### config.mk
export PLATFORM = sky130hd
export DESIGN_NAME = he_sequencer
export DESIGN_NICKNAME = d
export VERILOG_FILES = /design/src/he_pkg.sv /design/src/he_sequencer.sv
export VERILOG_INCLUDE_DIRS = /design/src
export SDC_FILE = /design/constraint.sdc
export NUM_CORES = 1
export LEC_CHECK = 0
export BUFFER_PORTS_ARGS = -buffer_cell sky130_fd_sc_hd__buf_4
export CAP_MARGIN = 40
export CORE_AREA = 2 2 72 74
export CTS_BUF_LIST = sky130_fd_sc_hd__clkbuf_4 sky130_fd_sc_hd__clkbuf_8
export DETAILED_ROUTE_END_ITERATION = 7
export DIE_AREA = 0 0 74 76
export PLACE_DENSITY = 0.81
export SLEW_MARGIN = 20
export SYNTH_ARGS = -nofsm -noshare
export SYNTH_HDL_FRONTEND = slang
export SYNTH_SLANG_ARGS = --single-unit
### constraint.sdc
create_clock -name clk_i -period 2.85 [get_ports clk_i]
set_clock_uncertainty 0.05 [all_clocks]
set_input_delay 0.855 -clock clk_i [delete_from_list [all_inputs] [get_ports clk_i]]
set_output_delay 0.855 -clock clk_i [all_outputs]
set_load 0.005 [all_outputs]
### src/he_macros.svh
`ifndef HE_MACROS_SVH
`define HE_MACROS_SVH

//////////////////////////////////////////////////////////////////////
// datapath widths
//////////////////////////////////////////////////////////////////////

// physical address and data word
`define HE_ADDR_W      40
`define HE_DATA_W      64

// coefficient width and largest supported polynomial degree exponent
`define HE_COEF_W      30
`define HE_LOGN_MAX    12

// one bank holds half the slots, so its address is one bit short
`define HE_SLOT_W      11

// csr index and the io field on top of the address
`define HE_CSR_IDX_W   8
`define HE_HIO_W       4

//////////////////////////////////////////////////////////////////////
// csr map
//////////////////////////////////////////////////////////////////////

`define HE_CSR_LOGN    0
`define HE_CSR_A1      1
`define HE_CSR_WB1     2
`define HE_CSR_A2      3
`define HE_CSR_WB2     4
`define HE_CSR_START   5
`define HE_CSR_STATUS  6

// interrupt target for the completion write
`define HE_INTR_ADDR   40'h30_0000

`endif

### src/he_pkg.sv
`default_nettype none

`include "he_macros.svh"

package he_pkg;

   typedef enum logic {
      HE_MSG_RD = 1'b0,
      HE_MSG_WR = 1'b1
   } he_msg_e;

   // wide enough to hold HE_LOGN_MAX itself
   typedef logic [$clog2(`HE_LOGN_MAX+1)-1:0] he_logn_t;

   typedef struct packed {
      he_msg_e               msg;
      logic [`HE_ADDR_W-1:0] addr;
      logic [`HE_DATA_W-1:0] data;
   } he_host_cmd_s;

   typedef struct packed {
      he_msg_e               msg;
      logic [`HE_ADDR_W-1:0] addr;
      logic [`HE_DATA_W-1:0] data;
   } he_host_resp_s;

   // one address word, seen either as device space or as a csr index
   typedef union packed {
      struct packed {
         logic [`HE_HIO_W-1:0]            hio;
         logic [`HE_ADDR_W-`HE_HIO_W-1:0] offset;
      } global_v;
      struct packed {
         logic [`HE_ADDR_W-`HE_CSR_IDX_W-1:0] pad;
         logic [`HE_CSR_IDX_W-1:0]            idx;
      } local_v;
   } he_addr_u;

   typedef struct packed {
      he_msg_e               msg;
      logic [`HE_ADDR_W-1:0] addr;
      logic [`HE_DATA_W-1:0] data;
   } he_mem_cmd_s;

   typedef struct packed {
      he_logn_t    logn;
      logic [31:0] a1;
      logic [31:0] wb1;
      logic [31:0] a2;
      logic [31:0] wb2;
   } he_job_cfg_s;

   typedef struct packed {
      logic [`HE_ADDR_W-1:0] base;
      he_logn_t              logn;
      logic                  store;
   } he_dma_req_s;

endpackage

`default_nettype wire

### src/he_sequencer.sv
`timescale 1ns/1ns
`default_nettype none

`include "he_macros.svh"

module he_sequencer (
   input  wire logic                 clk_i,
   input  wire logic                 reset_i,
   input  wire logic                 start_i,
   input  wire he_pkg::he_job_cfg_s  cfg_i,
   input  wire logic                 dma_done_i,
   input  wire logic                 mem_resp_v_i,
   output logic                      dma_start_o,
   output he_pkg::he_dma_req_s       dma_req_o,
   output logic                      load_phase_o,
   output logic                      intr_set_o,
   output logic                      intr_clr_o,
   output logic                      busy_o
);

   typedef enum logic [2:0] {
      ST_IDLE,
      ST_LOAD,
      ST_WB,
      ST_NEXT,
      ST_INTR,
      ST_WAIT_CLR
   } state_e;

   state_e      state_r;
   state_e      state_n;
   logic        round_r;
   logic [31:0] ptr;

   always_ff @(posedge clk_i)
   begin
      if (reset_i)
      begin
         state_r <= ST_IDLE;
         round_r <= 1'b0;
      end
      else
      begin
         state_r <= state_n;
         // pair 2 follows pair 1, then back to pair 1 for the next job
         if (state_r == ST_WB && dma_done_i)
            round_r <= ~round_r;
      end
   end

   always_comb
   begin
      state_n = state_r;
      case (state_r)
         ST_IDLE:     if (start_i) state_n = ST_LOAD;
         ST_LOAD:     if (dma_done_i) state_n = ST_WB;
         ST_WB:       if (dma_done_i) state_n = ST_NEXT;
         // round already toggled here, so 1 means pair 2 is still to do
         ST_NEXT:     state_n = round_r ? ST_LOAD : ST_INTR;
         ST_INTR:     state_n = ST_WAIT_CLR;
         ST_WAIT_CLR: if (mem_resp_v_i) state_n = ST_IDLE;
         default:     state_n = ST_IDLE;
      endcase
   end

   // pointer for the current phase of the current round
   always_comb
   begin
      if (state_r == ST_WB)
         ptr = round_r ? cfg_i.wb2 : cfg_i.wb1;
      else
         ptr = round_r ? cfg_i.a2 : cfg_i.a1;
   end

   assign dma_req_o = '{base  : `HE_ADDR_W'(ptr),
                        logn  : cfg_i.logn,
                        store : (state_r == ST_WB)};

   assign dma_start_o  = (state_r == ST_LOAD) || (state_r == ST_WB);
   assign load_phase_o = (state_r == ST_LOAD);
   assign intr_set_o   = (state_r == ST_INTR);
   // the set write is answered, clear right away
   assign intr_clr_o   = (state_r == ST_WAIT_CLR) && mem_resp_v_i;
   assign busy_o       = (state_r != ST_IDLE);

endmodule

`default_nettype wire

==> impl_metrics.yaml, run 1 <==
outcome:
  status: "complete, no violations"
layout:
  nFillCells: 454
  diodes: 0
  layout.nets: 387
  synthToLayoutAreaGrowth_pct: 106
  stdcell_count: 318
  layout-drive-gt1-share: 0.778
sta:
  maxSlewViolCount: 0
  finalSetupTns_ns: 0
  setup_viol: 0
  hold_viol: 0
  max_freq_mhz: 376
  setup_ws_ns: 0.190
  fin_crit_ns: 2.66
  fin_crit_sh: 0.933
  rsz0062_at_grt: "false"
critical_path:
  crit_fanout: 20
  cp.arrival_ns: 1.75
  worstPathRequired_ns: 1.95
  path_delay_family: "buffers and inverters"
  cp-start-kind: "register"
  crit_type: "reg -> out"
  critPathMostFrequentCell: "buf_4"
  endpoint_kind: "output port"
  slowest_delay_ns: 0.44
  cp_cell_sequence: "inv_2 -> nor3_4 -> buf_4 -> mux4_1 -> buf_4"
  slowest_stage: "dfxtp_1"
  crit_buf_inv: 3
clock_tree:
  cts_tree: "built"
  clkLatencyLatePin_ns: 0.22
  root_buffer: "clkbuf_8"
  cts_resized: 0
  cts-htree-levels: 1
  path_clk_slew_ns: 0.03
  post_cts_buffers: 0
  clockBufferDepth: 2
  numCtsBuffers: 3
  clkSinkCount: 4
  holdBufCountCts: 0
synthesis:
  yosysWarnings: 0
  synth-simple-area-share: 0.0985
  synth_top_family_by_area: "multiplexers"
  syn_area_per_cell_um2: 14.5
  yosys-mux-area-fraction: 0.677
  synth_area_mm2: 0.00123
  yosys.area.top_type_share: 0.469
  ys_seq_elements: 4
  synth.distinct_cells: 25
  synth_flop_cell: "dfxtp_1"
  synth_fa_ha_area_frac: 0
  ys_seq_area_frac: 0.0650
  synthTopCellsByArea: "mux4_1 47%, mux4_2 18%, buf_4 7.9%"
  synth_compound_area_frac: 0.0193
  netlist_instances: 85
  synth_edf_count: 0
  yosys.area.top_type: "mux4_1"
  ys_async_sr_fraction: 0
  synth-xor-area-share: 0.00711
flow_run:
  max_cap_violations: 0
routing:
  routed-wl-met3_um: 602
  vias_per_cell: 4.67
  wl_um: 5580
  avgRoutedWirePerCell_um: 17.5
  top_layer_used: "met4"
  vias: 1484
  post-route-drc-count: 0
  dr.pass1.iters: 4
  wl_met2_um: 3120
  drt_iter0_drc: 27
  drt-met1-wl_um: 1760
  postRouteAntennaNets: 0
die:
  die_height_um: 76
  io-pin-count: 187
  row_count: 26
  design.core.area_mm2: 0.00491
  start_util: 0.251
  die_w_um: 74
  die_area_mm2: 0.00562
global_routing:
  grt_max_degree: 21
  grt_pass1_wl_um: 7650
  grtUsageTotal: 0.177
  grt-ovfl-total: 0
  grt_pass1_vias: 1509
  antenna_found_initial: 0
placement:
  gp_congestion: 0.760
  place_hpwl_um: 4750
  preCtsSetupSlack_ns: 0.310
  place_inst: 315
  io_buffers: 170
hold_path:
  hold_path_class: "reg -> reg"
pwr:
  power_density_mw_per_mm2: 293
  max-vdd-ir-drop_uv: 374
  power.leakage_nw: 1.22
[worst min-delay path: stages (launching register included)]
cell and delay, ns:
dfxtp_1 0.44, nand2b_1 0.14, mux2i_1 0.06
[layout by cell type (no fill, tap or decap), drive strengths merged, types with 2 or more instances in the layout]
cell type	instances
dfxtp	4
mux4	32
clkbuf	3
nand2	4
nor4bb	2
mux2i	2
nor3	2
conb	8
buf	174
nor2	5
[cells by family after synthesis]
| kind of cell | after synthesis |
|---|---|
| other | 1 |
| multiplexers | 35 |
| buffers and inverters | 22 |
| flip-flops | 4 |
| AND/OR/NAND/NOR | 19 |
| XOR/XNOR | 1 |
| AO/OA/AOI/OAI | 3 |
[per-stage QoR]
stage | hold slack, ns | power [mW] | cell area (µm²) | utilization
2_1_floorplan | 0.572 | 0.336 | 1260 | -
3_5_place_dp | 0.621 | 0.629 | 2500 | 0.508
6_report | 0.638 | 0.745 | 2540 | 0.517
5_1_grt | 0.703 | 0.789 | 2540 | 0.517
4_1_cts | 0.631 | 0.753 | 2540 | 0.517
3_3_place_gp | 0.603 | 0.616 | 2500 | 0.508
[cell type report]
type                            instances  area, µm²  area share
Inverter                                1       3.75     0.00148
Tap cell                               70       87.6      0.0345
Multi-Input combinational cell         66       1020       0.401
Sequential cell                         4       81.3      0.0320
Clock buffer                            3       41.3      0.0163
Timing Repair Buffer                  174       1310       0.515
[where the power goes]
part,total (mW),internal (mW),leakage [nW],switching [mW]
logic,0.535,0.361,1.16,0.173
clock network,0.119,0.0900,0.0216,0.0290
registers,0.0912,0.0658,0.0332,0.0254
total,0.745,0.517,1.22,0.228
[layer usage]
layer  global-route usage  vias up
met2                0.345       76
met3               0.0463       10
met4               0.0491        0
li1                     -      692
met1                0.177      706
met5                    0        -
[flip-flops by register name, indices dropped and copies added (netlist names)]
| name | count |
|---|---|
| state_r | 3 |
| round_r | 1 |
[synthesized netlist by cell type, types with 2 or more instances]
cell type	instances
mux4_1	22
buf_2	5
mux2i_1	2
buf_6	3
buf_4	13
nor2_1	5
nor4bb_1	2
mux4_2	10
nand2_1	4
dfxtp_1	4
[final timing paths]
path	startpoint	end	slack, ns	depth (start not counted)
setup / recovery	state_r[1]	dma_req_o[22]	0.19	5
hold / removal	state_r[0]	state_r[0]	0.64	2
setup reg to reg	state_r[0]	state_r[0]	1.47	3
hold reg to reg	state_r[0]	state_r[0]	0.64	2
Power figures use the tool's default switching activity.
==> run 2: changes to the inputs <==
- ABC_AREA: unset -> 1
- CORE_AREA: 2 2 72 74 -> 2 2 96 52
- DIE_AREA: 0 0 74 76 -> 0 0 98 54
- PLACE_DENSITY: 0.81 -> 0.95
==> run 2 against run 1 <==
Die area down 5.9%. Sequential share of layout area shrank 0.23 points. Global-route usage rose by 1.4 points. Power fell by 21%. Synthesized cell count grew 140%. First-iteration DRC count grew to 3.4 times the previous value. Critical path type unchanged.
==> impl_metrics.yaml, run 2 <==
clock_tree:
  cts_tree: "built"
  clkSinkCount: 4
  cts-htree-levels: 1
  holdBufCountCts: 0
  path_clk_slew_ns: 0.04
  cts_resized: 0
  clkLatencyLatePin_ns: 0.22
  post_cts_buffers: 0
  clockBufferDepth: 2
  root_buffer: "clkbuf_8"
  numCtsBuffers: 3
layout:
  largest_reg_flops: 3
  diodes: 0
  biggestRegsByFlops: "state_r (3), round_r (1)"
  synthToLayoutAreaGrowth_pct: 78.5
  top_register: "state_r"
  layout.nets: 493
  layout-drive-gt1-share: 0.625
  final_common_cell: "buf_4"
  layout_common_cells: "172 x buf_4, 32 x mux2i_1, 17 x or2_1, 17 x o211ai_2, 17 x o21ai_2"
synthesis:
  synth.distinct_cells: 29
  synthTopCellsByArea: "mux2i_1 20%, o211ai_2 13%, o21ai_2 9.4%"
  synth_common_cells: "32 x mux2i_1, 17 x o211ai_2, 17 x o21ai_2, 17 x or2_1, 16 x buf_4"
  yosysMostFrequentCell: "mux2i_1"
  syn_area_per_cell_um2: 7.90
  yosys.area.top_type_share: 0.203
  synth_flop_cell: "dfxtp_1"
  ys_async_sr_fraction: 0
  netlist_instances: 200
  ys_seq_area_frac: 0.0507
  yosysWarnings: 0
  yosys.area.top_type: "mux2i_1"
  synth_edf_count: 0
  ys_seq_elements: 4
  synth_area_mm2: 0.00158
routing:
  avgRoutedWirePerCell_um: 13.7
  vias_per_cell: 4.87
  vias: 2023
  drt_iter0_drc: 92
  post-route-drc-count: 0
  postRouteAntennaNets: 0
  wl_um: 5670
  dr.pass1.iters: 4
critical_path:
  endpoint_kind: "output port"
  worstSetupStartpoint: "round_r"
  cp_cell_sequence: "inv_2 -> or2_2 -> o211ai_1 -> o21ai_0 -> buf_4"
  r2r-start: "round_r"
  cp-start-kind: "register"
  slowest_stage: "dfxtp_4"
  worstPathRequired_ns: 1.95
  crit_type: "reg -> out"
  crit_fanout: 35
  slowest_delay_ns: 0.50
  cp.arrival_ns: 1.68
  ff2ff_setup_slack_ns: 1.41
global_routing:
  antenna_found_initial: 0
  grtUsageTotal: 0.191
  grt-ovfl-total: 0
  grt_pass1_vias: 1905
  grt_max_degree: 41
  grt_pass1_wl_um: 8340
outcome:
  status: "complete, no violations"
die:
  die_w_um: 98
  die_area_mm2: 0.00529
  die_height_um: 54
  start_util: 0.346
  row_count: 18
  io-pin-count: 187
  design.core.area_mm2: 0.00457
placement:
  gp_congestion: 0.870
  place_hpwl_um: 4660
  io_buffers: 170
sta:
  max_freq_mhz: 387
  whs_ns: 0.561
  maxSlewViolCount: 0
  finalSetupTns_ns: 0
  hold_viol: 0
  setup_viol: 0
  rsz0062_at_grt: "false"
  fin_crit_ns: 2.58
  fin_crit_sh: 0.907
pwr:
  cell_internal_pwr_mw: 0.405
  switching_share: 0.313
  p_comb_frac: 0.651
  p_sw_mw: 0.185
  power_density_mw_per_mm2: 209
  power.clock.fraction: 0.233
  power.leakage_nw: 1.20
  max-vdd-ir-drop_uv: 114
  seqPwrFrac: 0.116
hold_path:
  hold_start: "state_r[2]"
  hold_path_class: "reg -> reg"
flow_run:
  max_cap_violations: 0
-- run 2: layer usage --
metal / part of all wire / global-route usage / vias to the layer above
met5: 0 / 0 / -
li1: - / - / 1015
met4: 0.015 / 0.0764 / 0
met1: 0.39 / 0.221 / 900
met2: 0.49 / 0.345 / 100
met3: 0.10 / 0.0558 / 8
-- run 2: power groups by stage --
| stage | Sequential (mW) | Combinational (mW) | Clock, mW |
|---|---|---|---|
| floorplan | 0.0635 | 0.171 | 0 |
| global placement | 0.0687 | 0.377 | 0 |
| detailed placement | 0.0692 | 0.386 | 0 |
| CTS | 0.0686 | 0.387 | 0.140 |
| global route | 0.0701 | 0.418 | 0.147 |
| finish | 0.0686 | 0.384 | 0.137 |
-- run 2: path summary, 6_finish.rpt --
kind,end,cells after the start
max,dma_req_o[8],5
min reg2reg,state_r[2],2
min,state_r[2],2
max reg2reg,state_r[0],6
-- run 2: kinds of logic after synthesis --
| kind of cell | Yosys count | synth area share |
|---|---|---|
| mux | 32 | 0.203 |
| buf+inv | 38 | 0.176 |
| simple gates | 55 | 0.201 |
| flops | 4 | 0.0507 |
| other cells | 1 | 0.00237 |
| compound gates | 70 | 0.367 |
-- run 2: area by class of cell --
type,count,area (µm²)
fill,391,1750
timing repair buffer,174,1330
multi-input combinational,165,1250
sequential,4,83.8
tap,60,75.1
clock buffer,4,48.8
inverter,8,32.5
-- run 2: critical path, delay by kind of cell, from the launching register on --
kind,cells,cell delay [ns]
simple gates,1,0.34
buf+inv,2,0.42
compound gates,2,0.19
flops,1,0.50
-- run 2: per-stage QoR --
stage	power [mW]	utilization	cell area (µm²)	std cells	setup slack [ns]
after floorplan	0.235	-	1610	207	0.622
after global placement	0.446	0.606	2770	411	0.369
after detailed placement	0.455	0.606	2770	411	0.367
after CTS	0.596	0.617	2820	415	0.235
final	0.590	0.617	2820	415	0.265
after global routing	0.635	0.617	2820	415	0.142
==> run 3: changes to the inputs <==
- BUFFER_PORTS_ARGS: -buffer_cell sky130_fd_sc_hd__buf_4 -> -buffer_cell sky130_fd_sc_hd__buf_2
- PLACE_DENSITY: 0.95 -> 0.83
==> run 3 against run 2 <==
Cell count unchanged. Hold slack worse by 0.0091 ns. Flip-flop and latch count unchanged. Critical path depth unchanged. Highest routed layer unchanged. Clock power about the same. Wire length down 8.2%. Cell area down 15%. Clock-buffer cell count unchanged. Largest power group unchanged. Maximum frequency down 1.8%. Global-route usage down 1.7 points. Combinational power down 22%.
==> impl_metrics.yaml, run 3 (synthesized netlist as in run 2, its figures left out) <==
critical_path:
  cp.arrival_ns: 1.73
  slowest_delay_ns: 0.52
  worstPathRequired_ns: 1.95
  crit_buf_inv: 2
  cp_cell_sequence: "inv_2 -> or2_2 -> o211ai_1 -> o21ai_0 -> buf_2"
  crit_fanout: 35
  ff2ff_path_depth: 5
  crit_type: "reg -> out"
  ff2ff_setup_slack_ns: 1.34
  path_delay_family: "flip-flops"
  slowest_stage: "dfxtp_4"
  r2r-start: "state_r[0]"
  cp-start-kind: "register"
  endpoint_kind: "output port"
  r2r_end: "round_r"
flow_run:
  max_cap_violations: 0
routing:
  postRouteAntennaNets: 0
  dr.pass1.iters: 4
  vias_per_cell: 4.84
  avgRoutedWirePerCell_um: 12.5
  vias: 2007
  post-route-drc-count: 0
  drt_iter0_drc: 75
  wl_um: 5200
clock_tree:
  clkSinkCount: 4
  numCtsBuffers: 3
  root_buffer: "clkbuf_8"
  cts-htree-levels: 1
  clockBufferDepth: 2
  holdBufCountCts: 0
  cts_resized: 0
  post_cts_buffers: 0
  path_clk_slew_ns: 0.04
  cts_tree: "built"
  clkLatencyLatePin_ns: 0.22
sta:
  fin_crit_ns: 2.63
  rsz0062_at_grt: "false"
  maxSlewViolCount: 0
  setup_viol: 0
  setup_ws_ns: 0.217
  max_freq_mhz: 380
  finalSetupTns_ns: 0
  fin_crit_sh: 0.924
  hold_viol: 0
die:
  design.core.area_mm2: 0.00457
  die_area_mm2: 0.00529
  die_height_um: 54
  row_count: 18
  start_util: 0.346
  io-pin-count: 187
  die_w_um: 98
global_routing:
  antenna_found_initial: 0
  grt-ovfl-total: 0
  grtUsageTotal: 0.175
  grt_pass1_vias: 1684
  grt_pass1_wl_um: 7560
  grt_max_degree: 36
layout:
  largest_reg_flops: 3
  seq_area_um2: 83.8
  synthToLayoutAreaGrowth_pct: 51.5
  biggestRegsByFlops: "state_r (3), round_r (1)"
  layout_common_cells: "170 x buf_2, 32 x mux2i_1, 17 x or2_1, 17 x o211ai_2, 17 x o21ai_2"
  final_common_cell: "buf_2"
  nFillCells: 434
  diodes: 0
  layout-drive-gt1-share: 0.625
  top_register: "state_r"
  layout.nets: 493
  multi_input_area_mm2: 0.00125
outcome:
  status: "complete, no violations"
pwr:
  max-vdd-ir-drop_uv: 103
  power_density_mw_per_mm2: 213
  power.leakage_nw: 1.06
hold_path:
  hold_start: "state_r[2]"
  hold_path_class: "reg -> reg"
  whs_endpoint: "state_r[2]"
  hold_depth: 2
placement:
  gp_congestion: 0.787
  io_buffers: 170
  place_hpwl_um: 4390
  preCtsSetupSlack_ns: 0.343
[run 3: changes by cell type in the layout (fill, tap and decap cells not counted)]
cell,previous run,this run
buf_2,0,170
buf_4,172,2
[run 3: metrics by stage]
step	power (mW)	utilization	instance area, µm²	instances	hold slack [ns]
2_1_floorplan	0.235	-	1610	207	0.478
3_3_place_gp	0.365	0.513	2350	411	0.519
3_5_place_dp	0.374	0.513	2350	411	0.536
4_1_cts	0.516	0.524	2390	415	0.543
5_1_grt	0.553	0.524	2390	415	0.590
6_report	0.509	0.524	2390	415	0.552
[run 3: final cells by class]
class                           instances  area share
Timing Repair Buffer                  174       0.378
Multi-Input combinational cell        165       0.521
Tap cell                               60      0.0313
Inverter                                8      0.0136
Clock buffer                            4      0.0204
Sequential cell                         4      0.0350
[run 3: report_power, final]
part | internal (mW) | switching (mW)
clock network | 0.105 | 0.0328
registers | 0.0597 | 0.0105
logic | 0.161 | 0.140
[run 3: worst max-delay path by stage]
stage / cells past startpoint / slack (ns) / from / end
floorplan: 3 / 0.62 / cfg_i[2] / dma_req_o[7]
global placement: 5 / 0.34 / cfg_i[2] / dma_req_o[7]
CTS: 5 / 0.17 / round_r / dma_req_o[8]
detailed placement: 5 / 0.34 / cfg_i[3] / dma_req_o[8]
global route: 5 / 0.1 / round_r / dma_req_o[8]
finish: 5 / 0.22 / round_r / dma_req_o[7]
[run 3: worst reg2reg max path, delay by kind of cell, from the launching register on]
kind / cells / cell delay (ns)
compound gates: 1 / 0.16
buf+inv: 2 / 0.55
flops: 1 / 0.38
simple gates: 2 / 0.31
[run 3: per-layer routing]
metal | routed length [µm] | part of all wire | global-route usage | vias to the layer above
li1 | - | - | - | 1021
met3 | 486 | 0.093 | 0.0390 | 4
met5 | 0 | 0 | 0 | -
met1 | 2040 | 0.39 | 0.207 | 880
met2 | 2630 | 0.50 | 0.328 | 102
met4 | 48 | 0.0092 | 0.0486 | 0
