<file path="config.mk">
export PLATFORM = sky130hd
export DESIGN_NAME = he_mem_master
export DESIGN_NICKNAME = d
export VERILOG_FILES = /design/src/he_pkg.sv /design/src/he_mem_master.sv
export VERILOG_INCLUDE_DIRS = /design/src
export SDC_FILE = /design/constraint.sdc
export NUM_CORES = 1
export LEC_CHECK = 0
export BUFFER_PORTS_ARGS = -buffer_cell sky130_fd_sc_hd__buf_2
export CAP_MARGIN = 30
export CORE_ASPECT_RATIO = 0.6
export CORE_UTILIZATION = 47
export DETAILED_ROUTE_END_ITERATION = 10
export PLACE_DENSITY = 0.86
export SKIP_CTS_REPAIR_TIMING = 1
export SLEW_MARGIN = 20
export SYNTH_ARGS = -nofsm -noshare
export SYNTH_HDL_FRONTEND = slang
export SYNTH_SLANG_ARGS = --single-unit
</file>
<file path="constraint.sdc">
create_clock -name clk_i -period 6.55 [get_ports clk_i]
set_input_delay 0.3275 -clock clk_i [delete_from_list [all_inputs] [get_ports clk_i]]
set_output_delay 0.3275 -clock clk_i [all_outputs]
set_load 0.02 [all_outputs]
</file>
<file path="src/he_macros.svh">
`ifndef HE_MACROS_SVH
`define HE_MACROS_SVH

//////////////////////////////////////////////////////////////////////
// datapath widths
//////////////////////////////////////////////////////////////////////

// physical address and data word
`define HE_ADDR_W      40
`define HE_DATA_W      64

// coefficient width and largest supported polynomial degree exponent
`define HE_COEF_W      30
`define HE_LOGN_MAX    12

// one bank holds half the slots, so its address is one bit short
`define HE_SLOT_W      11

// csr index and the io field on top of the address
`define HE_CSR_IDX_W   8
`define HE_HIO_W       4

//////////////////////////////////////////////////////////////////////
// csr map
//////////////////////////////////////////////////////////////////////

`define HE_CSR_LOGN    0
`define HE_CSR_A1      1
`define HE_CSR_WB1     2
`define HE_CSR_A2      3
`define HE_CSR_WB2     4
`define HE_CSR_START   5
`define HE_CSR_STATUS  6

// interrupt target for the completion write
`define HE_INTR_ADDR   40'h30_0000

`endif

</file>
<file path="src/he_pkg.sv">
`default_nettype none

`include "he_macros.svh"

package he_pkg;

   typedef enum logic {
      HE_MSG_RD = 1'b0,
      HE_MSG_WR = 1'b1
   } he_msg_e;

   // wide enough to hold HE_LOGN_MAX itself
   typedef logic [$clog2(`HE_LOGN_MAX+1)-1:0] he_logn_t;

   typedef struct packed {
      he_msg_e               msg;
      logic [`HE_ADDR_W-1:0] addr;
      logic [`HE_DATA_W-1:0] data;
   } he_host_cmd_s;

   typedef struct packed {
      he_msg_e               msg;
      logic [`HE_ADDR_W-1:0] addr;
      logic [`HE_DATA_W-1:0] data;
   } he_host_resp_s;

   // one address word, seen either as device space or as a csr index
   typedef union packed {
      struct packed {
         logic [`HE_HIO_W-1:0]            hio;
         logic [`HE_ADDR_W-`HE_HIO_W-1:0] offset;
      } global_v;
      struct packed {
         logic [`HE_ADDR_W-`HE_CSR_IDX_W-1:0] pad;
         logic [`HE_CSR_IDX_W-1:0]            idx;
      } local_v;
   } he_addr_u;

   typedef struct packed {
      he_msg_e               msg;
      logic [`HE_ADDR_W-1:0] addr;
      logic [`HE_DATA_W-1:0] data;
   } he_mem_cmd_s;

   typedef struct packed {
      he_logn_t    logn;
      logic [31:0] a1;
      logic [31:0] wb1;
      logic [31:0] a2;
      logic [31:0] wb2;
   } he_job_cfg_s;

   typedef struct packed {
      logic [`HE_ADDR_W-1:0] base;
      he_logn_t              logn;
      logic                  store;
   } he_dma_req_s;

endpackage

`default_nettype wire

</file>
<file path="src/he_mem_master.sv">
`timescale 1ns/1ns
`default_nettype none

`include "he_macros.svh"

module he_mem_master (
   input  wire logic                    clk_i,
   input  wire logic                    reset_i,
   input  wire logic                    dma_start_i,
   input  wire he_pkg::he_dma_req_s     dma_req_i,
   input  wire logic                    intr_set_i,
   input  wire logic                    intr_clr_i,
   input  wire logic                    mem_resp_v_i,
   input  wire logic [`HE_COEF_W-1:0]   rd_data_i,
   output logic                         mem_cmd_v_o,
   output he_pkg::he_mem_cmd_s          mem_cmd_o,
   output logic                         dma_done_o,
   output logic                         wr_v_o,
   output logic                         rd_v_o,
   output logic [`HE_LOGN_MAX-1:0]      count_o
);

   typedef enum logic [1:0] {
      DMA_IDLE,
      DMA_FETCH,
      DMA_WAIT,
      DMA_DONE
   } dma_state_e;

   dma_state_e          state_r;
   dma_state_e          state_n;
   // one extra bit so a full 2^HE_LOGN_MAX transfer can be counted
   logic [`HE_LOGN_MAX:0] cnt_r;
   logic [`HE_LOGN_MAX:0] len;
   logic                  cnt_end;
   logic                  resp_in_wait;
   logic                  dma_cmd_v;
   logic                  intr_v;
   he_pkg::he_mem_cmd_s   dma_cmd;
   he_pkg::he_mem_cmd_s   intr_cmd;

   assign len          = {{`HE_LOGN_MAX{1'b0}}, 1'b1} << dma_req_i.logn;
   assign cnt_end      = (cnt_r == len);
   assign resp_in_wait = (state_r == DMA_WAIT) && mem_resp_v_i;

   //////////////////////////////////////////////////////////////////////
   // fetch / wait loop
   //////////////////////////////////////////////////////////////////////

   always_ff @(posedge clk_i)
   begin
      if (reset_i)
      begin
         state_r <= DMA_IDLE;
         cnt_r   <= '0;
      end
      else
      begin
         state_r <= state_n;
         if (state_r == DMA_IDLE || state_r == DMA_DONE)
            cnt_r <= '0;
         else if (resp_in_wait)
            cnt_r <= cnt_r + 1'b1;
      end
   end

   always_comb
   begin
      state_n = state_r;
      case (state_r)
         DMA_IDLE:  if (dma_start_i) state_n = DMA_FETCH;
         DMA_FETCH: state_n = cnt_end ? DMA_DONE : DMA_WAIT;
         DMA_WAIT:  if (mem_resp_v_i) state_n = DMA_FETCH;
         default:   state_n = DMA_IDLE;
      endcase
   end

   // one outstanding command at a time
   assign dma_cmd_v = (state_r == DMA_FETCH) && !cnt_end;
   assign dma_cmd   = '{msg  : dma_req_i.store ? he_pkg::HE_MSG_WR : he_pkg::HE_MSG_RD,
                        addr : dma_req_i.base + (`HE_ADDR_W'(cnt_r) << 2),
                        data : `HE_DATA_W'(rd_data_i)};

   // all ones raises the interrupt, zero drops it
   assign intr_v   = intr_set_i | intr_clr_i;
   assign intr_cmd = '{msg  : he_pkg::HE_MSG_WR,
                       addr : `HE_INTR_ADDR,
                       data : {`HE_DATA_W{intr_set_i}}};

   assign mem_cmd_v_o = intr_v | dma_cmd_v;
   assign mem_cmd_o   = intr_v ? intr_cmd : dma_cmd;

   //////////////////////////////////////////////////////////////////////
   // bank side strobes
   //////////////////////////////////////////////////////////////////////

   assign dma_done_o = (state_r == DMA_DONE);
   assign wr_v_o     = resp_in_wait && !dma_req_i.store;
   // prefetch next store word so it is ready in the following fetch cycle
   assign rd_v_o     = dma_req_i.store &&
                       (((state_r == DMA_IDLE) && dma_start_i) || resp_in_wait);
   assign count_o    = cnt_r[`HE_LOGN_MAX-1:0];

endmodule

`default_nettype wire

</file>
==> run_summary.xml, run 1 <==
<?xml version="1.0" encoding="UTF-8"?>
<metrics>
  <group name="run_status">
    <metric name="run_status" unit="">finished clean</metric>
  </group>
  <group name="power">
    <metric name="power.leakage" unit="nW">1.98</metric>
    <metric name="areal_power_density_over_the_cells" unit="nW/um2">104</metric>
    <metric name="total_power" unit="mW">0.397</metric>
    <metric name="ir_drop" unit="mV">0.0715</metric>
  </group>
  <group name="clocking">
    <metric name="cts_tree" unit="">done</metric>
    <metric name="cts.clk_slew.worst_paths" unit="ns">0.07</metric>
    <metric name="cts_buf_count" unit="">3</metric>
    <metric name="worst_skew_pair.late_latency" unit="ns">0.26</metric>
    <metric name="clock-root-buffer" unit="">clkbuf_8</metric>
    <metric name="clock_path_buffers" unit="">2</metric>
    <metric name="cts.htree.levels" unit="">1</metric>
    <metric name="numClockSinks" unit="">15</metric>
  </group>
  <group name="global_routing">
    <metric name="grt_max_degree" unit="">71</metric>
    <metric name="wire_length_of_the_first_global_routing_pass" unit="um">14900</metric>
    <metric name="antenna_found_initial" unit="">1</metric>
    <metric name="via_count_of_the_first_global_routing_pass" unit="">3086</metric>
    <metric name="grtUsageTotal" unit="%">27.3</metric>
    <metric name="grt_remaining_overflow" unit="">0</metric>
  </group>
  <group name="timing">
    <metric name="tns" unit="ns">0</metric>
    <metric name="finalMaxSlewViolations" unit="">0</metric>
    <metric name="post-route-min-period" unit="ns">3.39</metric>
    <metric name="finalClockSkew" unit="ns">0.00580</metric>
    <metric name="setup_viol_count_final" unit="">0</metric>
    <metric name="max-slew-margin-rel" unit="%">62.1</metric>
    <metric name="hold_viol" unit="">0</metric>
    <metric name="setup_repair_after_global_routing_missed_its_margin" unit="">no</metric>
    <metric name="post-route-period-util" unit="%">51.8</metric>
    <metric name="worst-slew-pin-transition" unit="ns">0.568</metric>
    <metric name="fmaxAchievable" unit="MHz">295</metric>
  </group>
  <group name="synthesis">
    <metric name="synth.avg_cell_area" unit="um2">7.00</metric>
    <metric name="synth_area" unit="um2">3020</metric>
    <metric name="synth-main-ff-cell" unit="">dfxtp_1</metric>
    <metric name="synth.net_count" unit="">533</metric>
    <metric name="synthesis.yosys.warnings" unit="">0</metric>
    <metric name="ys_ff_latch" unit="">15</metric>
    <metric name="synthDominantCellAreaShare" unit="%">11.2</metric>
    <metric name="synthCells" unit="">432</metric>
    <metric name="edff_count_synth" unit="">0</metric>
    <metric name="postSynth.asyncResetShare" unit="%">0</metric>
    <metric name="top_cells_by_area_in_the_synthesized_netlist" unit="">buf_4, dfxtp_1, a21o_1, ha_1, xor2_1</metric>
    <metric name="synth_top_area_cell" unit="">buf_4</metric>
    <metric name="synth_cell_type_count" unit="">56</metric>
    <metric name="yosysSeqAreaShare" unit="%">9.93</metric>
  </group>
  <group name="run">
    <metric name="drv.max_cap_violation_count" unit="">0</metric>
  </group>
  <group name="finish">
    <metric name="share_of_final_layout_standard_cells_stronger_than_drive_strength_1" unit="%">38.7</metric>
    <metric name="layout.cells.non_filler" unit="">661</metric>
    <metric name="layout.core_utilization" unit="%">61.8</metric>
    <metric name="stdcell_area" unit="um2">3810</metric>
    <metric name="final_nets" unit="">678</metric>
    <metric name="area_growth_syn_to_layout" unit="%">26.0</metric>
  </group>
  <group name="detailed_routing">
    <metric name="drc_violation_total_after_the_first_tritonroute_iteration" unit="">187</metric>
    <metric name="route.detailed.drc" unit="">0</metric>
    <metric name="via_per_inst" unit="">5.41</metric>
    <metric name="route.vias.total" unit="">3575</metric>
    <metric name="antenna_left" unit="">0</metric>
    <metric name="avgRoutedWirePerCell" unit="um">14.8</metric>
    <metric name="dr.pass1.iters" unit="">5</metric>
    <metric name="routed_wl" unit="um">9780</metric>
  </group>
  <group name="critical_path">
    <metric name="worst_setup_path_start_kind" unit="">flop</metric>
    <metric name="critical_path_peak_fanout" unit="">7</metric>
    <metric name="worst_path_largest_cell_delay" unit="ns">0.44</metric>
    <metric name="criticalPathCategory" unit="">reg -&gt; out</metric>
    <metric name="worstPathCellList" unit="">ha_1 &gt; fa_1 &gt; a21oi_2 &gt; o22ai_2 &gt; o211ai_2 &gt; a21oi_4 &gt; o21ai_0 &gt; a21boi_0 &gt; mux2i_1 &gt; buf_2</metric>
    <metric name="critPathTopFamily" unit="">compound AO/OA/AOI/OAI gates</metric>
    <metric name="worst_setup_path_end_kind" unit="">output pin</metric>
    <metric name="worst-endpoint-arrival" unit="ns">3.06</metric>
    <metric name="crit_path_top_delay_cell" unit="">fa_1</metric>
    <metric name="cp.required" unit="ns">6.22</metric>
    <metric name="timing.critical_path.buf_inv" unit="">1</metric>
  </group>
  <group name="placement">
    <metric name="placedInstanceArea" unit="um2">3720</metric>
    <metric name="place_hpwl" unit="um">7890</metric>
    <metric name="portBuffers" unit="">201</metric>
    <metric name="place_inst" unit="">653</metric>
    <metric name="globalplace.congestion" unit="">0.876</metric>
  </group>
  <group name="floorplanning">
    <metric name="floorplan.io_pins" unit="">202</metric>
    <metric name="floorplan.die.height" unit="um">64.1</metric>
    <metric name="die_width" unit="um">106</metric>
    <metric name="initial_utilization" unit="%">49.0</metric>
    <metric name="design.core.area" unit="um2">6170</metric>
    <metric name="rows" unit="">22</metric>
    <metric name="floorplan.die_area" unit="um2">6770</metric>
  </group>
  <group name="hold_path">
    <metric name="hold_path_class" unit="">in -&gt; reg</metric>
  </group>
</metrics>
==> cell type report <==
class,instances,area (um2)
multi-input cells,343,2270
inverters,10,37.5
flip-flops and latches,15,300
well taps,84,105
clock buffers,4,45.0
diodes,1,2.50
repair buffers,204,1050
fillers,589,2350
==> through the flow <==
stage                     worst slack (ns)  hold WS [ns]
after floorplan                       3.79         0.400
after global placement                3.47         0.510
after detailed placement              3.46         0.512
after CTS                             3.18         0.250
after global routing                  2.99         0.249
final                                 3.16         0.252
==> state kept, by name (all words and copies together) (netlist names) <==
signal and flops:
cnt_r 13, state_r 2
==> Yosys cell counts, drive strengths merged, types with 2 or more instances <==
cell type and count:
o2111ai 3, o211ai 7, nand2b 5, inv 10
a21boi 5, dfxtp 15, or3 9, a31oi 3
and4 2, a211oi 4, nor2 49, buf 50
a21o 34, o22ai 4, mux2i 7, ha 19
or4 7, a21oi 21, clkbuf 14, nor3 3
or2 2, o21ai 20, nor3b 4, nand3 16
xnor2 7, nand4 10, a221oi 2, and3 15
nor2b 4, and2 8, nand2 39, nand3b 2
xor2 24
==> power breakdown <==
part / internal (mW) / total (mW) / switching [mW]
logic: 0.0804 / 0.217 / 0.137
registers: 0.0945 / 0.0987 / 0.00427
clock network: 0.0433 / 0.0811 / 0.0378
total: 0.218 / 0.397 / 0.179
==> kinds of logic (layout without fill, tap and decap cells) <==
| kind of cell | count (synthesis) | in the layout | synth area share (%) |
|---|---|---|---|
| AO/OA/AOI/OAI | 109 | 109 | 25.5 |
| XOR/XNOR | 31 | 31 | 8.98 |
| adder cells (fa/ha/maj) | 20 | 20 | 8.52 |
| buffers and inverters | 74 | 218 | 14.9 |
| flip-flops | 15 | 15 | 9.93 |
| multiplexers | 7 | 7 | 2.32 |
| other | 0 | 1 | 0 |
| AND/OR/NAND/NOR | 176 | 176 | 29.8 |
==> routing by layer <==
| metal | part of all wire, % | up-vias | global-route usage, % |
|---|---|---|---|
| li1 | - | 1788 | - |
| met1 | 46 | 1631 | 37.3 |
| met2 | 46 | 148 | 45.1 |
| met3 | 7.9 | 8 | 5.41 |
| met4 | 0.74 | 0 | 4.69 |
| met5 | 0 | - | 0 |
==> worst paths after layout <==
kind / from / slack, ns / cells past startpoint / endpoint
worst max register to register: cnt_r[6] / 4.52 / 5 / state_r[0]
worst min register to register: cnt_r[6] / 0.53 / 2 / cnt_r[6]
worst max-delay path: cnt_r[0] / 3.16 / 10 / mem_cmd_o[80]
worst min-delay path: reset_i / 0.25 / 2 / state_r[0]
==> placed cells by master (no fill, tap or decap), drive strengths merged, types with 2 or more instances in the layout <==
cell,instances
nor3b,4
buf,204
nand2b,5
o211ai,7
and3,15
nor3,3
nand2,39
xnor2,7
a21boi,5
nand3b,2
ha,19
nand3,16
and4,2
nand4,10
xor2,24
o21ai,20
nor2,49
o22ai,4
inv,10
a31oi,3
nor2b,4
o2111ai,3
a21o,34
mux2i,7
a21oi,21
or2,2
and2,8
a211oi,4
or3,9
clkbuf,4
dfxtp,15
or4,7
a221oi,2
(Power assumes the default switching activity.)
==> run 2: changes to the inputs <==
Settings changed: CORE_UTILIZATION 47 to 43, PLACE_DENSITY 0.86 to 0.79.
Clock period 6.55 ns to 3.2 ns, I/O delays scaled along.
==> run 2 against run 1 <==
Design area rose by 0.33%. Via count stayed put. Power up 130%. Clock skew down 0.0033 ns. Largest power group unchanged.
==> run_summary.xml, run 2 (synthesized netlist as in run 1, its figures left out) <==
<?xml version="1.0" encoding="UTF-8"?>
<metrics>
  <group name="run_status">
    <metric name="run_status" unit="">finished clean</metric>
  </group>
  <group name="power">
    <metric name="total_power" unit="mW">0.898</metric>
    <metric name="areal_power_density_over_the_cells" unit="nW/um2">235</metric>
    <metric name="power.leakage" unit="nW">1.99</metric>
    <metric name="ir_drop" unit="mV">0.183</metric>
  </group>
  <group name="finish">
    <metric name="n_antenna_cell" unit="">0</metric>
    <metric name="flip_flop_count_of_the_largest_register_all_copies_and_words_added" unit="">13</metric>
    <metric name="top_regs" unit="">cnt_r: 13 flops, state_r: 2 flops</metric>
    <metric name="share_of_final_layout_standard_cells_stronger_than_drive_strength_1" unit="%">39.1</metric>
    <metric name="area_growth_syn_to_layout" unit="%">26.4</metric>
    <metric name="final_nets" unit="">677</metric>
    <metric name="most_used_cells_in_the_layout_excluding_fill_and_tap_cells" unit="">buf_2, nor2_1, nand2_1</metric>
    <metric name="layout.core_utilization" unit="%">56.8</metric>
    <metric name="register_with_the_highest_flop_count" unit="">cnt_r</metric>
    <metric name="final_common_cell" unit="">buf_2</metric>
  </group>
  <group name="hold_path">
    <metric name="hold-path-endpoint" unit="">state_r[0]</metric>
    <metric name="hold_path_startpoint" unit="">reset_i</metric>
    <metric name="hold_path_class" unit="">in -&gt; reg</metric>
    <metric name="worstHoldPathCells" unit="">2</metric>
  </group>
  <group name="detailed_routing">
    <metric name="routed_wl" unit="um">9830</metric>
    <metric name="via_per_inst" unit="">5.40</metric>
    <metric name="route.detailed.drc" unit="">0</metric>
    <metric name="antenna_left" unit="">0</metric>
    <metric name="route.vias.total" unit="">3575</metric>
    <metric name="drc_violation_total_after_the_first_tritonroute_iteration" unit="">229</metric>
    <metric name="avgRoutedWirePerCell" unit="um">14.8</metric>
    <metric name="dr.pass1.iters" unit="">5</metric>
  </group>
  <group name="global_routing">
    <metric name="use_met1" unit="%">36.8</metric>
    <metric name="grt_max_degree" unit="">68</metric>
    <metric name="grt_remaining_overflow" unit="">0</metric>
    <metric name="global_route_track_usage_on_met2" unit="%">37.6</metric>
    <metric name="antenna_found_initial" unit="">0</metric>
    <metric name="wire_length_of_the_first_global_routing_pass" unit="um">14500</metric>
    <metric name="grt_util_met3" unit="%">5.77</metric>
    <metric name="grtUsageTotal" unit="%">25.3</metric>
    <metric name="via_count_of_the_first_global_routing_pass" unit="">3003</metric>
    <metric name="most_crowded_layer_gr" unit="">met2</metric>
  </group>
  <group name="timing">
    <metric name="tns" unit="ns">0</metric>
    <metric name="post-route-period-util" unit="%">92.8</metric>
    <metric name="hold_viol" unit="">0</metric>
    <metric name="setup_repair_after_global_routing_missed_its_margin" unit="">no</metric>
    <metric name="fmaxAchievable" unit="MHz">337</metric>
    <metric name="finalMaxSlewViolations" unit="">0</metric>
    <metric name="post-route-min-period" unit="ns">2.97</metric>
    <metric name="worst-slew-pin-transition" unit="ns">0.806</metric>
    <metric name="finalClockSkew" unit="ns">0.00253</metric>
    <metric name="fin_hold_ws" unit="ns">0.105</metric>
    <metric name="max-slew-margin-rel" unit="%">46.2</metric>
    <metric name="setup_viol_count_final" unit="">0</metric>
  </group>
  <group name="critical_path">
    <metric name="critical_path_peak_fanout" unit="">7</metric>
    <metric name="worst_r2r_startpoint" unit="">cnt_r[6]</metric>
    <metric name="worstReg2RegEnd" unit="">state_r[0]</metric>
    <metric name="worst_setup_path_end_kind" unit="">output pin</metric>
    <metric name="reg2regPathDepth" unit="">5</metric>
    <metric name="criticalPathCategory" unit="">reg -&gt; out</metric>
    <metric name="rrSetupSlack" unit="ns">1.17</metric>
    <metric name="worst_setup_path_start_kind" unit="">flop</metric>
    <metric name="cp.required" unit="ns">3.04</metric>
    <metric name="worst-endpoint-arrival" unit="ns">2.81</metric>
  </group>
  <group name="clocking">
    <metric name="cts_buf_count" unit="">3</metric>
    <metric name="cts_tree" unit="">done</metric>
    <metric name="clock_path_buffers" unit="">2</metric>
    <metric name="numClockSinks" unit="">15</metric>
    <metric name="clock-root-buffer" unit="">clkbuf_16</metric>
    <metric name="cts.clk_slew.worst_paths" unit="ns">0.05</metric>
    <metric name="cts.htree.levels" unit="">1</metric>
    <metric name="worst_skew_pair.late_latency" unit="ns">0.25</metric>
  </group>
  <group name="placement">
    <metric name="portBuffers" unit="">201</metric>
    <metric name="globalplace.congestion" unit="">0.930</metric>
    <metric name="place_hpwl" unit="um">8020</metric>
  </group>
  <group name="floorplanning">
    <metric name="floorplan.die.height" unit="um">67.0</metric>
    <metric name="rows" unit="">23</metric>
    <metric name="floorplan.io_pins" unit="">202</metric>
    <metric name="design.core.area" unit="um2">6730</metric>
    <metric name="floorplan.die_area" unit="um2">7380</metric>
    <metric name="die_width" unit="um">110</metric>
    <metric name="initial_utilization" unit="%">44.9</metric>
  </group>
  <group name="run">
    <metric name="drv.max_cap_violation_count" unit="">0</metric>
  </group>
</metrics>
-- run 2: metrics by stage --
stage                     std cells  setup WS (ns)  area, um2
final                           662          0.231       3820
after global routing            662         0.0316       3820
after CTS                       661         0.0472       3810
after detailed placement        657          0.362       3730
after global placement          657          0.406       3730
after floorplan                 432          0.610       3020
-- run 2: worst max path at each step --
| stage | start | to | slack (ns) | cells after the start |
|---|---|---|---|---|
| 5_1_grt | cnt_r[10] | mem_cmd_o[97] | 0.03 | 9 |
| 3_3_place_gp | cnt_r[0] | mem_cmd_o[80] | 0.41 | 10 |
| 2_1_floorplan | cnt_r[0] | mem_cmd_o[78] | 0.61 | 8 |
| 3_5_place_dp | cnt_r[0] | mem_cmd_o[80] | 0.36 | 10 |
| 6_report | cnt_r[0] | mem_cmd_o[84] | 0.23 | 10 |
| 4_1_cts | cnt_r[0] | mem_cmd_o[80] | 0.05 | 10 |
-- run 2: final cells by class --
type	count	area, um2
Fill cell	673	2910
Multi-Input combinational cell	343	2270
Timing Repair Buffer	203	1020
Sequential cell	15	302
Tap cell	87	109
Clock buffer	3	75.1
Inverter	10	37.5
Clock inverter	1	5.00
-- run 2: layer usage --
layer / vias up / part of all wire [%]
met2: 167 / 42
li1: 1780 / -
met5: - / 0
met3: 6 / 8.5
met1: 1622 / 48
met4: 0 / 0.91
-- run 2: critical path, cell delays in order (launching register included) --
cell and delay, ns:
dfxtp_2 0.36, ha_1 0.24, fa_1 0.44, a21oi_2 0.23
o22ai_2 0.13, o211ai_2 0.23, a21oi_4 0.12, o21ai_1 0.31
a21boi_0 0.17, mux2i_1 0.15, buf_2 0.18
-- run 2: power breakdown --
group          switching (mW)  total, mW  internal, mW
logic                   0.278      0.439         0.161
clock network          0.0895      0.257         0.168
registers             0.00942      0.203         0.194
total                   0.377      0.898         0.522
